<file path="config.mk">
export PLATFORM = sky130hd
export DESIGN_NAME = mipsCore
export DESIGN_NICKNAME = d
export VERILOG_FILES = /design/src/mipsPkg.sv /design/src/datapathCtrlIf.sv /design/src/mipsCore.sv /design/src/controlUnit.sv /design/src/datapath.sv /design/src/registerFile.sv /design/src/alu.sv
export SDC_FILE = /design/constraint.sdc
export NUM_CORES = 2
export LEC_CHECK = 0
export ABC_CLOCK_PERIOD_IN_PS = 38800
export BUFFER_PORTS_ARGS = -buffer_cell sky130_fd_sc_hd__buf_2
export CAP_MARGIN = 15
export CELL_PAD_IN_SITES_DETAIL_PLACEMENT = 0
export CELL_PAD_IN_SITES_GLOBAL_PLACEMENT = 1
export CORE_MARGIN = 2
export CORE_UTILIZATION = 30
export DETAILED_ROUTE_END_ITERATION = 10
export PLACE_DENSITY = 0.63
export SLEW_MARGIN = 20
export SYNTH_ARGS = -nofsm -noshare
export SYNTH_HDL_FRONTEND = slang
export SYNTH_SLANG_ARGS = --single-unit
export TNS_END_PERCENT = 1
</file>
<file path="constraint.sdc">
create_clock -name clock -period 38.8 [get_ports clock]
set_clock_uncertainty 0.05 [all_clocks]
set_input_delay 1.94 -clock clock [delete_from_list [all_inputs] [get_ports clock]]
set_output_delay 1.94 -clock clock [all_outputs]
set_load 0.01 [all_outputs]
</file>
<file path="src/mipsPkg.sv">
package mipsPkg;

    localparam int DataWidth = 32;
    localparam int RegAddrWidth = 5;

    typedef enum logic [5:0] {
        OpRType = 6'h00,
        OpJ     = 6'h02,
        OpBeq   = 6'h04,
        OpBne   = 6'h05,
        OpAddi  = 6'h08,
        OpAddiu = 6'h09,
        OpSlti  = 6'h0a,
        OpAndi  = 6'h0c,
        OpXori  = 6'h0e,
        OpLui   = 6'h0f,
        OpLw    = 6'h23,
        OpSw    = 6'h2b
    } opcodeT;

    typedef enum logic [5:0] {
        FnSll   = 6'h00,
        FnSrl   = 6'h02,
        FnSra   = 6'h03,
        FnBreak = 6'h0d,
        FnAdd   = 6'h20,
        FnAddu  = 6'h21,
        FnSub   = 6'h22,
        FnSubu  = 6'h23,
        FnAnd   = 6'h24,
        FnXor   = 6'h26
    } functT;

    typedef enum logic [3:0] {
        AluPassB, AluAdd, AluSub, AluAnd, AluXor, AluSlt, AluSll, AluSrl, AluSra, AluLui
    } aluOpT;

    typedef enum logic {SrcAPc, SrcAReg} aluSrcAT;
    typedef enum logic [1:0] {SrcBReg, SrcBFour, SrcBImm, SrcBBranch} aluSrcBT;
    typedef enum logic [1:0] {PcAluResult, PcAluOut, PcJump, PcHandler} pcSourceT;
    typedef enum logic [1:0] {RegAluOut, RegMdr} regSourceT;
    typedef enum logic {ExcInvalidOpcode = 1'b0, ExcOverflow = 1'b1} excCauseT;

    typedef struct packed {
        opcodeT opcode;
        logic [RegAddrWidth-1:0] rs;
        logic [RegAddrWidth-1:0] rt;
        logic [RegAddrWidth-1:0] rd;
        logic [4:0] shamt;
        functT funct;
    } rTypeT;

    typedef struct packed {
        opcodeT opcode;
        logic [RegAddrWidth-1:0] rs;
        logic [RegAddrWidth-1:0] rt;
        logic [15:0] imm16;
    } iTypeT;

    typedef struct packed {
        opcodeT opcode;
        logic [25:0] target26;
    } jTypeT;

    typedef union packed {
        rTypeT rType;
        iTypeT iType;
        jTypeT jType;
    } instrWordT;

endpackage
</file>
<file path="src/datapathCtrlIf.sv">
`timescale 1ns/1ps

interface datapathCtrlIf;
    import mipsPkg::*;

    logic pcWrite;
    logic irWrite;
    logic regWrite;
    logic abWrite;
    logic aluOutWrite;
    logic mdrWrite;
    logic epcWrite;
    logic causeWrite;
    excCauseT excCode;
    logic regDstRd; // rd when high, rt otherwise
    aluSrcAT aluSrcA;
    aluSrcBT aluSrcB;
    aluOpT aluOp;
    pcSourceT pcSource;
    regSourceT regSource;

    instrWordT instr;
    logic zero;
    logic overflow;
    logic less;

    modport control (
        output pcWrite, irWrite, regWrite, abWrite, aluOutWrite, mdrWrite,
        output epcWrite, causeWrite, excCode, regDstRd,
        output aluSrcA, aluSrcB, aluOp, pcSource, regSource,
        input instr, zero, overflow, less
    );

    modport datapath (
        input pcWrite, irWrite, regWrite, abWrite, aluOutWrite, mdrWrite,
        input epcWrite, causeWrite, excCode, regDstRd,
        input aluSrcA, aluSrcB, aluOp, pcSource, regSource,
        output instr, zero, overflow, less
    );

endinterface

</file>
<file path="src/mipsCore.sv">
`timescale 1ns/1ps

module mipsCore #(
    parameter logic [mipsPkg::DataWidth-1:0] HandlerAddress = 32'h0000_0100
) (
    input logic clock,
    input logic reset,
    input logic [mipsPkg::DataWidth-1:0] memReadData,
    output logic [mipsPkg::DataWidth-1:0] memAddress,
    output logic [mipsPkg::DataWidth-1:0] memWriteData,
    output logic memWrite,
    output logic halted,
    output logic exceptionTaken,
    output logic [mipsPkg::DataWidth-1:0] epc,
    output mipsPkg::excCauseT cause
);

    datapathCtrlIf ctrlBus ();

    controlUnit control (
        .clock(clock),
        .reset(reset),
        .ctrl(ctrlBus.control),
        .memWrite(memWrite),
        .halted(halted),
        .exceptionTaken(exceptionTaken)
    );

    datapath #(
        .HandlerAddress(HandlerAddress)
    ) dp (
        .clock(clock),
        .reset(reset),
        .ctrl(ctrlBus.datapath),
        .memReadData(memReadData),
        .memAddress(memAddress),
        .memWriteData(memWriteData),
        .epc(epc),
        .cause(cause)
    );

endmodule

</file>
<file path="src/controlUnit.sv">
`timescale 1ns/1ps

module controlUnit (
    input logic clock,
    input logic reset,
    datapathCtrlIf.control ctrl,
    output logic memWrite,
    output logic halted,
    output logic exceptionTaken
);
    import mipsPkg::*;

    typedef enum logic [4:0] {
        Fetch, FetchWait, Decode,
        RCalc, RWrite, ICalc, IWrite, LuiWrite,
        MemAddr, LoadRead, LoadWait, LoadWrite, StoreWrite,
        BranchEval, JumpExec, ExcSave, ExcJump, Halted
    } stateT;

    stateT state;
    stateT nextState;
    excCauseT pendingCode; // held from detection until ExcSave
    excCauseT nextCode;
    opcodeT opcode;
    functT funct;

    assign opcode = ctrl.instr.rType.opcode;
    assign funct = ctrl.instr.rType.funct;

    always_ff @(posedge clock or posedge reset) begin
        if (reset) begin
            state <= Fetch;
            pendingCode <= ExcInvalidOpcode;
        end else begin
            state <= nextState;
            pendingCode <= nextCode;
        end
    end

    assign ctrl.excCode = pendingCode;
    assign halted = (state == Halted);
    assign exceptionTaken = (state == ExcSave);

    // operand and source selects, independent of the ALU flags
    always_comb begin
        ctrl.aluSrcA = SrcAReg; // memory address from ALUOut
        ctrl.aluSrcB = SrcBReg;
        ctrl.aluOp = AluPassB;
        ctrl.pcSource = PcAluResult;
        ctrl.regSource = RegAluOut;
        ctrl.regDstRd = 1'b0;
        case (state)
            Fetch: ctrl.aluSrcA = SrcAPc;
            FetchWait: begin
                ctrl.aluSrcA = SrcAPc;
                ctrl.aluSrcB = SrcBFour;
                ctrl.aluOp = AluAdd;
            end
            Decode: begin
                ctrl.aluSrcA = SrcAPc;
                if (opcode == OpLui) begin // upper immediate instead of branch target
                    ctrl.aluSrcB = SrcBImm;
                    ctrl.aluOp = AluLui;
                end else begin
                    ctrl.aluSrcB = SrcBBranch;
                    ctrl.aluOp = AluAdd;
                end
            end
            RCalc: begin
                case (funct)
                    FnAdd, FnAddu: ctrl.aluOp = AluAdd;
                    FnSub, FnSubu: ctrl.aluOp = AluSub;
                    FnAnd: ctrl.aluOp = AluAnd;
                    FnXor: ctrl.aluOp = AluXor;
                    FnSll: ctrl.aluOp = AluSll;
                    FnSrl: ctrl.aluOp = AluSrl;
                    FnSra: ctrl.aluOp = AluSra;
                    default: ctrl.aluOp = AluPassB;
                endcase
            end
            RWrite: ctrl.regDstRd = 1'b1;
            ICalc: begin
                ctrl.aluSrcB = SrcBImm;
                case (opcode)
                    OpAddi, OpAddiu: ctrl.aluOp = AluAdd;
                    OpSlti: ctrl.aluOp = AluSlt;
                    OpAndi: ctrl.aluOp = AluAnd;
                    OpXori: ctrl.aluOp = AluXor;
                    default: ctrl.aluOp = AluPassB;
                endcase
            end
            MemAddr: begin
                ctrl.aluSrcB = SrcBImm;
                ctrl.aluOp = AluAdd;
            end
            LoadWrite: ctrl.regSource = RegMdr;
            BranchEval: begin
                ctrl.aluOp = AluSub;
                ctrl.pcSource = PcAluOut; // target computed in Decode
            end
            JumpExec: ctrl.pcSource = PcJump;
            ExcJump: ctrl.pcSource = PcHandler;
            default: ctrl.aluSrcA = SrcAReg;
        endcase
    end

    // enables and next state
    always_comb begin
        nextState = Fetch;
        nextCode = pendingCode;
        memWrite = 1'b0;
        ctrl.pcWrite = 1'b0;
        ctrl.irWrite = 1'b0;
        ctrl.regWrite = 1'b0;
        ctrl.abWrite = 1'b0;
        ctrl.aluOutWrite = 1'b0;
        ctrl.mdrWrite = 1'b0;
        ctrl.epcWrite = 1'b0;
        ctrl.causeWrite = 1'b0;
        case (state)
            Fetch: nextState = FetchWait;
            FetchWait: begin
                ctrl.irWrite = 1'b1;
                ctrl.pcWrite = 1'b1; // pc + 4
                nextState = Decode;
            end
            Decode: begin
                ctrl.abWrite = 1'b1;
                ctrl.aluOutWrite = 1'b1;
                nextCode = ExcInvalidOpcode;
                case (opcode)
                    OpRType: begin
                        case (funct)
                            FnAdd, FnAddu, FnSub, FnSubu, FnAnd, FnXor,
                            FnSll, FnSrl, FnSra: nextState = RCalc;
                            FnBreak: nextState = Halted;
                            default: nextState = ExcSave;
                        endcase
                    end
                    OpAddi, OpAddiu, OpSlti, OpAndi, OpXori: nextState = ICalc;
                    OpLw, OpSw: nextState = MemAddr;
                    OpBeq, OpBne: nextState = BranchEval;
                    OpJ: nextState = JumpExec;
                    OpLui: nextState = LuiWrite;
                    default: nextState = ExcSave;
                endcase
            end
            RCalc: begin
                ctrl.aluOutWrite = 1'b1;
                if (ctrl.overflow && (funct == FnAdd || funct == FnSub)) begin
                    nextCode = ExcOverflow;
                    nextState = ExcSave;
                end else begin
                    nextState = RWrite;
                end
            end
            ICalc: begin
                ctrl.aluOutWrite = 1'b1;
                if (ctrl.overflow && opcode == OpAddi) begin
                    nextCode = ExcOverflow;
                    nextState = ExcSave;
                end else begin
                    nextState = IWrite;
                end
            end
            RWrite, IWrite, LuiWrite, LoadWrite: ctrl.regWrite = 1'b1;
            MemAddr: begin
                ctrl.aluOutWrite = 1'b1;
                nextState = (opcode == OpLw) ? LoadRead : StoreWrite;
            end
            LoadRead: nextState = LoadWait; // address presented here
            LoadWait: begin
                ctrl.mdrWrite = 1'b1;
                nextState = LoadWrite;
            end
            StoreWrite: memWrite = 1'b1;
            BranchEval: ctrl.pcWrite = (opcode == OpBeq) ? ctrl.zero : !ctrl.zero;
            JumpExec: ctrl.pcWrite = 1'b1;
            ExcSave: begin
                ctrl.epcWrite = 1'b1;
                ctrl.causeWrite = 1'b1;
                nextState = ExcJump;
            end
            ExcJump: ctrl.pcWrite = 1'b1;
            Halted: nextState = Halted; // left only by reset
            default: nextState = Fetch;
        endcase
    end

endmodule

</file>
<file path="src/datapath.sv">
`timescale 1ns/1ps

module datapath #(
    parameter logic [mipsPkg::DataWidth-1:0] HandlerAddress = 32'h0000_0100
) (
    input logic clock,
    input logic reset,
    datapathCtrlIf.datapath ctrl,
    input logic [mipsPkg::DataWidth-1:0] memReadData,
    output logic [mipsPkg::DataWidth-1:0] memAddress,
    output logic [mipsPkg::DataWidth-1:0] memWriteData,
    output logic [mipsPkg::DataWidth-1:0] epc,
    output mipsPkg::excCauseT cause
);
    import mipsPkg::*;

    logic [DataWidth-1:0] pc;
    instrWordT ir;
    logic [DataWidth-1:0] aReg;
    logic [DataWidth-1:0] bReg;
    logic [DataWidth-1:0] aluOut;
    logic [DataWidth-1:0] mdr;
    logic [DataWidth-1:0] rfDataA;
    logic [DataWidth-1:0] rfDataB;
    logic [DataWidth-1:0] immSext;
    logic [DataWidth-1:0] immZext;
    logic [DataWidth-1:0] srcA;
    logic [DataWidth-1:0] srcB;
    logic [DataWidth-1:0] aluResult;
    logic [DataWidth-1:0] nextPc;
    logic [DataWidth-1:0] wbData;
    logic [RegAddrWidth-1:0] destReg;

    assign ctrl.instr = ir;
    assign memWriteData = bReg;
    assign memAddress = (ctrl.aluSrcA == SrcAPc) ? pc : aluOut; // fetch phase uses PC

    assign immSext = {{(DataWidth - 16){ir.iType.imm16[15]}}, ir.iType.imm16};
    assign immZext = {{(DataWidth - 16){1'b0}}, ir.iType.imm16};

    assign srcA = (ctrl.aluSrcA == SrcAPc) ? pc : aReg;

    always_comb begin
        case (ctrl.aluSrcB)
            SrcBReg: srcB = bReg;
            SrcBFour: srcB = DataWidth'(4);
            SrcBImm: begin
                // andi and xori take the zero-extended immediate
                if (ctrl.aluOp == AluAnd || ctrl.aluOp == AluXor)
                    srcB = immZext;
                else
                    srcB = immSext;
            end
            default: srcB = {immSext[DataWidth-3:0], 2'b00}; // word offset
        endcase
    end

    always_comb begin
        case (ctrl.pcSource)
            PcAluResult: nextPc = aluResult;
            PcAluOut: nextPc = aluOut;
            PcJump: nextPc = {pc[DataWidth-1:28], ir.jType.target26, 2'b00};
            default: nextPc = HandlerAddress;
        endcase
    end

    assign wbData = (ctrl.regSource == RegMdr) ? mdr : aluOut;
    assign destReg = ctrl.regDstRd ? ir.rType.rd : ir.rType.rt;

    always_ff @(posedge clock or posedge reset) begin
        if (reset) begin
            pc <= '0;
            epc <= '0;
            cause <= ExcInvalidOpcode;
        end else begin
            if (ctrl.pcWrite)
                pc <= nextPc;
            if (ctrl.epcWrite)
                epc <= pc - DataWidth'(4); // pc already advanced past the fault
            if (ctrl.causeWrite)
                cause <= ctrl.excCode;
        end
    end

    always_ff @(posedge clock) begin
        if (ctrl.irWrite)
            ir <= memReadData;
        if (ctrl.abWrite) begin
            aReg <= rfDataA;
            bReg <= rfDataB;
        end
        if (ctrl.aluOutWrite)
            aluOut <= aluResult;
        if (ctrl.mdrWrite)
            mdr <= memReadData;
    end

    registerFile regBank (
        .clock(clock),
        .reset(reset),
        .readAddrA(ir.rType.rs),
        .readAddrB(ir.rType.rt),
        .writeAddr(destReg),
        .writeData(wbData),
        .writeEnable(ctrl.regWrite),
        .readDataA(rfDataA),
        .readDataB(rfDataB)
    );

    alu aluUnit (
        .a(srcA),
        .b(srcB),
        .shamt(ir.rType.shamt),
        .op(ctrl.aluOp),
        .result(aluResult),
        .zero(ctrl.zero),
        .overflow(ctrl.overflow),
        .less(ctrl.less)
    );

endmodule

</file>
<file path="src/registerFile.sv">
`timescale 1ns/1ps

module registerFile (
    input logic clock,
    input logic reset,
    input logic [mipsPkg::RegAddrWidth-1:0] readAddrA,
    input logic [mipsPkg::RegAddrWidth-1:0] readAddrB,
    input logic [mipsPkg::RegAddrWidth-1:0] writeAddr,
    input logic [mipsPkg::DataWidth-1:0] writeData,
    input logic writeEnable,
    output logic [mipsPkg::DataWidth-1:0] readDataA,
    output logic [mipsPkg::DataWidth-1:0] readDataB
);
    import mipsPkg::*;

    logic [DataWidth-1:0] regs [2**RegAddrWidth];

    assign readDataA = regs[readAddrA];
    assign readDataB = regs[readAddrB];

    always_ff @(posedge clock or posedge reset) begin
        if (reset) begin
            for (int i = 0; i < 2**RegAddrWidth; i++)
                regs[i] <= '0;
        end else if (writeEnable && writeAddr != '0) begin // $0 never written
            regs[writeAddr] <= writeData;
        end
    end

endmodule

</file>
<file path="src/alu.sv">
`timescale 1ns/1ps

module alu (
    input logic [mipsPkg::DataWidth-1:0] a,
    input logic [mipsPkg::DataWidth-1:0] b,
    input logic [4:0] shamt,
    input mipsPkg::aluOpT op,
    output logic [mipsPkg::DataWidth-1:0] result,
    output logic zero,
    output logic overflow,
    output logic less
);
    import mipsPkg::*;

    localparam int Msb = DataWidth - 1;

    logic [DataWidth-1:0] sum;
    logic [DataWidth-1:0] diff;

    assign sum = a + b;
    assign diff = a - b;
    assign less = $signed(a) < $signed(b);
    assign zero = (result == '0);

    always_comb begin
        overflow = 1'b0;
        case (op)
            AluAdd: begin
                result = sum;
                overflow = (a[Msb] == b[Msb]) && (sum[Msb] != a[Msb]);
            end
            AluSub: begin
                result = diff;
                overflow = (a[Msb] != b[Msb]) && (diff[Msb] != a[Msb]);
            end
            AluAnd: result = a & b;
            AluXor: result = a ^ b;
            AluSlt: result = {{Msb{1'b0}}, less};
            AluSll: result = b << shamt;
            AluSrl: result = b >> shamt;
            AluSra: result = $signed(b) >>> shamt;
            AluLui: result = {b[15:0], 16'h0000};
            default: result = b; // pass B
        endcase
    end

endmodule

</file>
After elaboration in Yosys (flattened, before gate mapping) --
Cells that the tools add are included. W data, S select, Z words.
Cells by class: mux-type cells 45, add/subtract/negate cells 3, equality and inequality tests 57, reduce and logical (&&, ||, !) cells 32, shift operators 3, bitwise gates (word level) 6, $lt $le $gt $ge 5
Operator list (number):
- $bwmux W1024 | 1
- $bmux W32 S5 | 2
- $mux W32 | 9
- $pmux W32 S9 | 1
- $pmux W32 S3 | 2
- $demux W32 S5 | 1
- $pmux W5 S10 | 1
- $eq A6 B6 Y1 const B | 8
- $eq A6 B4 Y1 const B | 7
- $eq A5 B4 Y1 const B | 8
- $add A32 B32 Y32 | 1
- $and A32 B32 Y32 | 1
- $logic_not A32 Y1 | 1
- $lt A32 B32 Y1 | 1
- $shl A32 B5 Y32 | 1
- $shr A32 B5 Y32 | 1
- $sshr A32 B5 Y32 | 1
- $sub A32 B3 Y32 const B | 1
- $sub A32 B32 Y32 | 1
- $xor A32 B32 Y32 | 1
- $pmux W5 S6 | 1
- $pmux W4 S7 | 1
- $eq A5 B3 Y1 const B | 4
- $pmux W4 S5 | 1
- 43 further kinds | 94
Word-level totals: input bits 34, register bits after elaboration 1255, output and inout bits 100, logic and storage cells 194

Logic depth before layout (Yosys ltp) --
depth after elaboration 15, mapped depth 30, mapped depth without buffers 24

Modules after synthesis --
From an unflattened synthesis, not the netlist that was laid out.
Second synthesis, totals: cells, all modules 7012, area, all modules 76973.8 µm²
Modules (own cells, without submodules):
- registerFile | area each 55963.7 µm², seq. area each 25624.6 µm², times used 1, cells an instance 4602
- datapath | area each 10000.8 µm², seq. area each 6431.2 µm², times used 1, cells an instance 845
- alu | area each 9920.8 µm², seq. area each 0.0 µm², times used 1, cells an instance 1408
- controlUnit | area each 1088.5 µm², seq. area each 150.1 µm², times used 1, cells an instance 157

Worst setup path after synthesis --
Ideal clock, no wire load.
path kind reg2reg, start register control.state[2], end register dp.pc[0], required time 38.625 ns, setup time 0.125 ns, stages on the path, launching flop included 27, path buffers 5, data arrival time 6.499 ns, clock period less this slack 6.674 ns, setup slack 32.126 ns, cell sequence dfrtp_1 -> buf_2 -> nor4b_1 -> o31a_1 -> nand3_1 -> nor3_4 -> buf_4 -> nand2_1 -> nand2_1 -> ha_1 -> clkbuf_1 -> nor4_1 -> nand2_1 -> o311ai_0 -> a311oi_1 -> o31ai_1 -> a21oi_1 -> a211o_1 -> o21ai_1 -> and4_1 -> nand4_1 -> and4bb_4 -> xnor2_4 -> a31oi_4 -> buf_6 -> buf_12 -> mux2_4
On the way: longest elaborated chain between the ends 13, elaborated cells between the ends (all ways) 49, classes of those cells add/sub: 2; order compare: 1; eq/ne: 21; shift: 3; mux: 10; bitwise: 2; reduce/logical: 10
RTL lines:
- start, declared | RTL line controlUnit.sv:20 | stateT state;
- start signal, assigned | RTL line controlUnit.sv:32 | state <= Fetch;
- start signal, assigned | RTL line controlUnit.sv:35 | state <= nextState;
- $eq A5 B1 Y1 or $eq A5 B4 Y1 (tied branches) | RTL line controlUnit.sv:52, controlUnit.sv:120
- $reduce_or A2 Y1 (no source line)
- $pmux W4 S5 | RTL line controlUnit.sv:52 | case (state)
- $eq A4 B2 Y1 or $eq A4 B3 Y1 (tied branches) | RTL line datapath.sv:49, alu.sv:27
- $logic_or A1 B1 Y1 | RTL line datapath.sv:49 | if (ctrl.aluOp == AluAnd || ctrl.aluOp == AluXor)
- $mux W32 | RTL line datapath.sv:49
- $pmux W32 S3 | RTL line datapath.sv:44 | case (ctrl.aluSrcB)
- $sub A32 B32 Y32 (tied with other cells) | RTL line alu.sv:21 | assign diff = a - b;
- $pmux W32 S9 | RTL line alu.sv:27 | case (op)
- $logic_not A32 Y1 | RTL line alu.sv:23 | assign zero = (result == '0);
- $logic_not A1 Y1 | RTL line controlUnit.sv:177 | BranchEval: ctrl.pcWrite = (opcode == OpBeq) ? ctrl.zero : !ctrl.zero;
- $mux W1 | RTL line controlUnit.sv:177
- $pmux W1 S2 | RTL line controlUnit.sv:120 | case (state)
- end signal, assigned | RTL line datapath.sv:77 | pc <= nextPc;
- end, declared | RTL line datapath.sv:17 | logic [DataWidth-1:0] pc;
Several ways; a longest one is shown, not always the timed one. A chain may end at the register's enable or synchronous reset.

Worst setup path after layout --
start register control.state[1], end register dp.pc[24]
On the way: longest elaborated chain between the ends 13, elaborated cells between the ends (all ways) 49, classes of those cells add/sub: 2; order compare: 1; eq/ne: 21; shift: 3; mux: 10; bitwise: 2; reduce/logical: 10
RTL lines:
- $eq A5 B1 Y1 or $eq A5 B4 Y1 (tied branches) | RTL line controlUnit.sv:52
- $reduce_or A2 Y1 (no source line)
- $pmux W4 S5 | RTL line controlUnit.sv:52
- $eq A4 B2 Y1 or $eq A4 B3 Y1 (tied branches) | RTL line datapath.sv:49, alu.sv:27
- $logic_or A1 B1 Y1 | RTL line datapath.sv:49
- $mux W32 | RTL line datapath.sv:49
- $pmux W32 S3 | RTL line datapath.sv:44
- $sub A32 B32 Y32 (tied with other cells) | RTL line alu.sv:21
- $pmux W32 S9 (*) | RTL line alu.sv:27
- net dp.aluResult[27] | RTL line datapath.sv:29 | logic [DataWidth-1:0] aluResult;
- $logic_not A32 Y1 (*) | RTL line alu.sv:23
- $logic_not A1 Y1 | RTL line controlUnit.sv:177
- $mux W1 (*) | RTL line controlUnit.sv:177
- $pmux W1 S2 (*) | RTL line controlUnit.sv:120
Mark *: on every way through the listed nets, which the timed path passes. The rest lies on a longest branch.

==> flow_summary.rst <==
.. list-table::
   :header-rows: 1

   * - Metric
     - Value
   * - Result of the run
     - complete, no violations
   * - Routability Congestion
     - 1.01
   * - Startpoint of the worst hold path
     - dp.regBank.regs[1011]
   * - Final hold violations
     - 0
   * - Power density relative to cell area
     - 96.6 mW/mm²
   * - Most instantiated flip-flop cell in the synthesis netlist
     - sky130_fd_sc_hd__dfrtp_1
   * - Met2 WL post-DR
     - 148 mm
   * - Setup crit start
     - control.state[1]
   * - RSZ-0062 raised after global routing
     - false
   * - Clock transition at the register clock pins on the worst setup and hold paths after CTS
     - 0.06 ns
   * - Port Buf Inserts
     - 133
   * - Width of the die
     - 495 µm
   * - Vias in the first global route
     - 57.3k
   * - Antenna violations before repair
     - 12
   * - Mapped Avg Cell Area
     - 10.7 µm²
   * - Worst setup timing slack at the placement stage
     - 28.88 ns
   * - Area overhead of the layout relative to synthesis
     - 12.8%
   * - Maximum fanout along the worst path
     - 33
   * - Worst EP required
     - 39.45 ns
   * - Violation count after the first detailed-routing iteration
     - 6,877
   * - YS warnings
     - 0
   * - Cts-stage hold buffer count
     - 0
   * - Proportion of layout cells with a drive suffix above 1
     - 21.9%
   * - Clock Sinks
     - 1,255
   * - Most repeated library cell on the critical path
     - sky130_fd_sc_hd__buf_4
   * - Final setup fails
     - 0
   * - Ratio of final minimum period to clock period
     - 26.1%
   * - Total die area
     - 0.245 mm²
   * - Reported leakage power
     - 0.0334 µW
   * - Capture endpoint of the worst hold path
     - dp.regBank.regs[1011]
   * - Nature of the critical path startpoint
     - flip-flop
   * - Worst relative slew slack
     - 8.87%
   * - Cell depth of the worst hold path
     - 0
   * - Critical path buffers and inverters
     - 6
   * - Clock tree from TritonCTS
     - built
   * - Final-layout worst hold slack
     - 0.342 ns
   * - Cell area after synthesis
     - 0.0724 mm²
   * - Critical-path cell with the highest stage delay
     - sky130_fd_sc_hd__dfrtp_1
   * - Cell class contributing the biggest share of worst-path delay
     - compound AO/OA/AOI/OAI gates
   * - Final Max Slew Viols
     - 0
   * - FF-to-FF setup slack
     - 28.68 ns
   * - Total Routed Length
     - 324 mm
   * - Category of the critical setup timing path
     - flip-flop to flip-flop
   * - Synth Net Count
     - 6,902
   * - Count of H-tree levels built during CTS
     - 4
   * - Critical register-to-register path startpoint
     - control.state[1]
   * - Die Y-Extent
     - 495 µm
   * - Hold/Removal Path Class
     - flip-flop to flip-flop
   * - Reg-to-reg critical path endpoint
     - dp.pc[24]
   * - Residual DRC
     - 0
   * - Yosys reg bits
     - 1,255
   * - Final min period
     - 10.12 ns
   * - Number of antenna-violating nets in the routed design
     - 0
   * - Cell row count
     - 180
   * - Ports placed on the boundary
     - 134
   * - Critical path capture point type
     - flip-flop
   * - Maximum capacitance violations
     - 0
   * - Router iterations before antenna repair
     - 8
   * - Longest individual stage delay on the worst path
     - 0.95 ns
   * - Clock Tree Buf Depth
     - 3
   * - Drt wl/cell
     - 32.6 µm
   * - Number of library cell types mapped by synthesis
     - 112
   * - Pin slew with the least headroom to its limit
     - 1.36 ns
   * - Number of standard cells in the final layout excluding fillers
     - 9,941
   * - Worst vdd ir
     - 45.8 µV
   * - Register area share after synthesis
     - 44.5%
   * - First-pass GRT wire length
     - 456 mm
   * - Overall overflow remaining after global route
     - 0
   * - Quantity of gates resized following cts
     - 0
   * - Layout net count
     - 6,725
   * - Syn Inst Count
     - 6,801
   * - Starting Density
     - 30.1%
   * - Clk Latency, worst-skew pair
     - 0.82 ns
   * - Wl on met1
     - 135 mm
   * - GRT Overall Usage
     - 26.2%
   * - Final setup margin
     - 28.68 ns
   * - Achievable Freq
     - 98.8 MHz
   * - Area of the core
     - 0.240 mm²
   * - Mean number of vias per cell
     - 5.88
   * - CTS root buf
     - sky130_fd_sc_hd__clkbuf_16
   * - Depth of the worst register-to-register path
     - 27
   * - Number of vias in the routed layout
     - 58.5k
   * - Maximum number of pins on one net before global-route repair
     - 133
   * - Post-CTS Setup Repair Bufs
     - 0
   * - CP arrival
     - 10.77 ns
   * - Post-Route Setup TNS
     - 0 ns
   * - Post-detail-place hpwl
     - 218 mm
   * - Met3 WL
     - 23.0 mm
   * - Number of enable flip-flop cells after synthesis
     - 160
   * - CTS buffer count
     - 144
   * - Share of synthesized flip-flops with an asynchronous set or reset
     - 87.3%
   * - Top sig layer
     - met5
   * - Placed cell count
     - 9,661
-- final cells by class --
cell class | instances | area (µm²)
flip-flops and latches | 1255 | 32200
fillers | 24000 | 159000
clock inverters | 51 | 588
repair buffers | 348 | 2440
well taps | 3185 | 3990
inverters | 112 | 433
multi-input cells | 4763 | 37800
diodes | 12 | 30.0
clock buffers | 215 | 4280
-- synthesized netlist by cell type, types with 23 or more instances --
library cell / instances / area share [%]
sky130_fd_sc_hd__nand2_1: 921 / 4.8
sky130_fd_sc_hd__a211oi_1: 39 / 0.40
sky130_fd_sc_hd__a31oi_1: 38 / 0.33
sky130_fd_sc_hd__buf_1: 80 / 0.41
sky130_fd_sc_hd__o22ai_1: 37 / 0.32
sky130_fd_sc_hd__nand3_1: 48 / 0.33
sky130_fd_sc_hd__mux2_2: 99 / 1.5
sky130_fd_sc_hd__nor4_1: 36 / 0.31
sky130_fd_sc_hd__edfxtp_1: 160 / 6.6
sky130_fd_sc_hd__ha_1: 65 / 1.1
sky130_fd_sc_hd__clkbuf_1: 547 / 2.8
sky130_fd_sc_hd__a21oi_1: 668 / 4.6
sky130_fd_sc_hd__mux4_2: 649 / 20
sky130_fd_sc_hd__nor3_1: 73 / 0.50
sky130_fd_sc_hd__mux2i_1: 94 / 1.3
sky130_fd_sc_hd__o211ai_1: 39 / 0.40
sky130_fd_sc_hd__nand4_1: 23 / 0.20
sky130_fd_sc_hd__a22oi_1: 34 / 0.35
sky130_fd_sc_hd__buf_2: 35 / 0.24
sky130_fd_sc_hd__inv_1: 103 / 0.53
sky130_fd_sc_hd__nand2b_1: 31 / 0.27
sky130_fd_sc_hd__dfrtp_1: 1095 / 38
sky130_fd_sc_hd__xnor2_1: 42 / 0.51
sky130_fd_sc_hd__o21ai_0: 656 / 4.5
sky130_fd_sc_hd__nor2_1: 699 / 3.6
-- flip-flops by register name (all words and copies together), names as in the netlist --
name,count
dp.regBank.regs,1024
dp.epc,32
control.ctrl.excCode,1
dp.mdr,32
dp.aluOut,32
dp.pc,32
dp.ctrl.instr,32
dp.memWriteData,32
control.state,5
dp.aReg,32
dp.cause,1
-- logic make-up (layout without fill, tap and decap cells) --
group	Yosys count	in the layout	share of synthesized area, %
compound gates	1848	1848	15.1
xor+xnor	46	46	0.582
fa+ha+maj	67	67	1.18
buf+inv	783	726	4.21
flops	1255	1255	44.5
mux	845	845	23.1
other cells	0	12	0
simple gates	1957	1957	11.3
-- how the worst max path moves through the flow --
stage,end,cells past startpoint
5_1_grt,dp.pc[24],27
4_1_cts,dp.pc[24],27
3_3_place_gp,dp.pc[20],27
3_5_place_dp,dp.pc[24],27
2_1_floorplan,control.ctrl.excCode,1
6_report,dp.pc[24],27
-- power breakdown --
part	switching [µW]	total, µW	internal (µW)
registers	430	2270	1840
logic	2700	4220	1520
clock network	590	1410	823
total	3720	7900	4180
-- cell usage in the layout, fill, tap and decap left out, types with 16 or more instances in the layout --
cell,synthesis,final
sky130_fd_sc_hd__dfrtp_1,1095,1095
sky130_fd_sc_hd__nand2_1,921,906
sky130_fd_sc_hd__nor2_1,699,684
sky130_fd_sc_hd__a21oi_1,668,666
sky130_fd_sc_hd__o21ai_0,656,654
sky130_fd_sc_hd__mux4_2,649,649
sky130_fd_sc_hd__buf_4,3,201
sky130_fd_sc_hd__edfxtp_1,160,160
sky130_fd_sc_hd__clkbuf_16,0,152
sky130_fd_sc_hd__buf_2,35,134
sky130_fd_sc_hd__inv_1,103,100
sky130_fd_sc_hd__mux2_2,99,99
sky130_fd_sc_hd__ha_1,65,65
sky130_fd_sc_hd__nor3_1,73,63
sky130_fd_sc_hd__mux2i_1,94,62
sky130_fd_sc_hd__nand3_1,48,43
sky130_fd_sc_hd__xnor2_1,42,42
sky130_fd_sc_hd__o211ai_1,39,39
sky130_fd_sc_hd__a211oi_1,39,39
sky130_fd_sc_hd__clkbuf_1,547,39
sky130_fd_sc_hd__a31oi_1,38,38
sky130_fd_sc_hd__o22ai_1,37,37
sky130_fd_sc_hd__nor4_1,36,35
sky130_fd_sc_hd__a22oi_1,34,34
sky130_fd_sc_hd__mux2i_2,0,31
sky130_fd_sc_hd__nand2b_1,31,28
sky130_fd_sc_hd__clkbuf_8,0,24
sky130_fd_sc_hd__nand4_1,23,23
sky130_fd_sc_hd__and2_1,22,22
sky130_fd_sc_hd__a221oi_1,22,22
sky130_fd_sc_hd__a222oi_1,20,20
sky130_fd_sc_hd__o31ai_1,20,19
sky130_fd_sc_hd__o311ai_0,18,18
sky130_fd_sc_hd__a2111oi_0,19,18
sky130_fd_sc_hd__a21o_1,18,18
sky130_fd_sc_hd__clkinv_2,0,18
sky130_fd_sc_hd__nor2b_1,21,17
sky130_fd_sc_hd__a21boi_0,16,16
-- worst register-to-register path: stages (launching register included) --
cell                       delay, ns
sky130_fd_sc_hd__dfrtp_1        0.95
sky130_fd_sc_hd__nor4b_2        0.33
sky130_fd_sc_hd__buf_4          0.24
sky130_fd_sc_hd__o31ai_4        0.09
sky130_fd_sc_hd__buf_4          0.24
sky130_fd_sc_hd__buf_4          0.33
sky130_fd_sc_hd__a22oi_1        0.51
sky130_fd_sc_hd__nand2_1        0.14
sky130_fd_sc_hd__o21ai_0        0.14
sky130_fd_sc_hd__inv_1          0.10
sky130_fd_sc_hd__ha_1           0.61
sky130_fd_sc_hd__inv_1          0.22
sky130_fd_sc_hd__a21oi_1        0.25
sky130_fd_sc_hd__o21bai_1       0.10
sky130_fd_sc_hd__a221oi_1       0.84
sky130_fd_sc_hd__o22ai_1        0.31
sky130_fd_sc_hd__o32ai_1        0.83
sky130_fd_sc_hd__o41ai_1        0.26
sky130_fd_sc_hd__a21oi_1        0.32
sky130_fd_sc_hd__xnor2_1        0.15
sky130_fd_sc_hd__nor2_1         0.05
sky130_fd_sc_hd__o32a_1         0.33
sky130_fd_sc_hd__nor4_1         0.65
sky130_fd_sc_hd__and4bb_4       0.39
sky130_fd_sc_hd__xnor2_4        0.13
sky130_fd_sc_hd__a31oi_4        0.61
sky130_fd_sc_hd__buf_4          0.43
sky130_fd_sc_hd__mux2_2         0.41
-- through the flow --
stage               cell area (µm²)  total power [µW]  util [%]
finish                        81700              7900      34.0
global route                  81700              8270      34.0
CTS                           81600              7820      34.0
detailed placement            76700              6390      31.9
global placement              76700              6370      31.9
floorplan                     72400              4740         -
-- metal layers --
layer / track usage (%) / vias up
met1: 35.2 / 30300
li1: - / 24800
met2: 40.8 / 2673
met3: 4.58 / 681
met4: 12.9 / 6
met5: 0 / -
No activity file was read; power rests on OpenSTA's default activity.
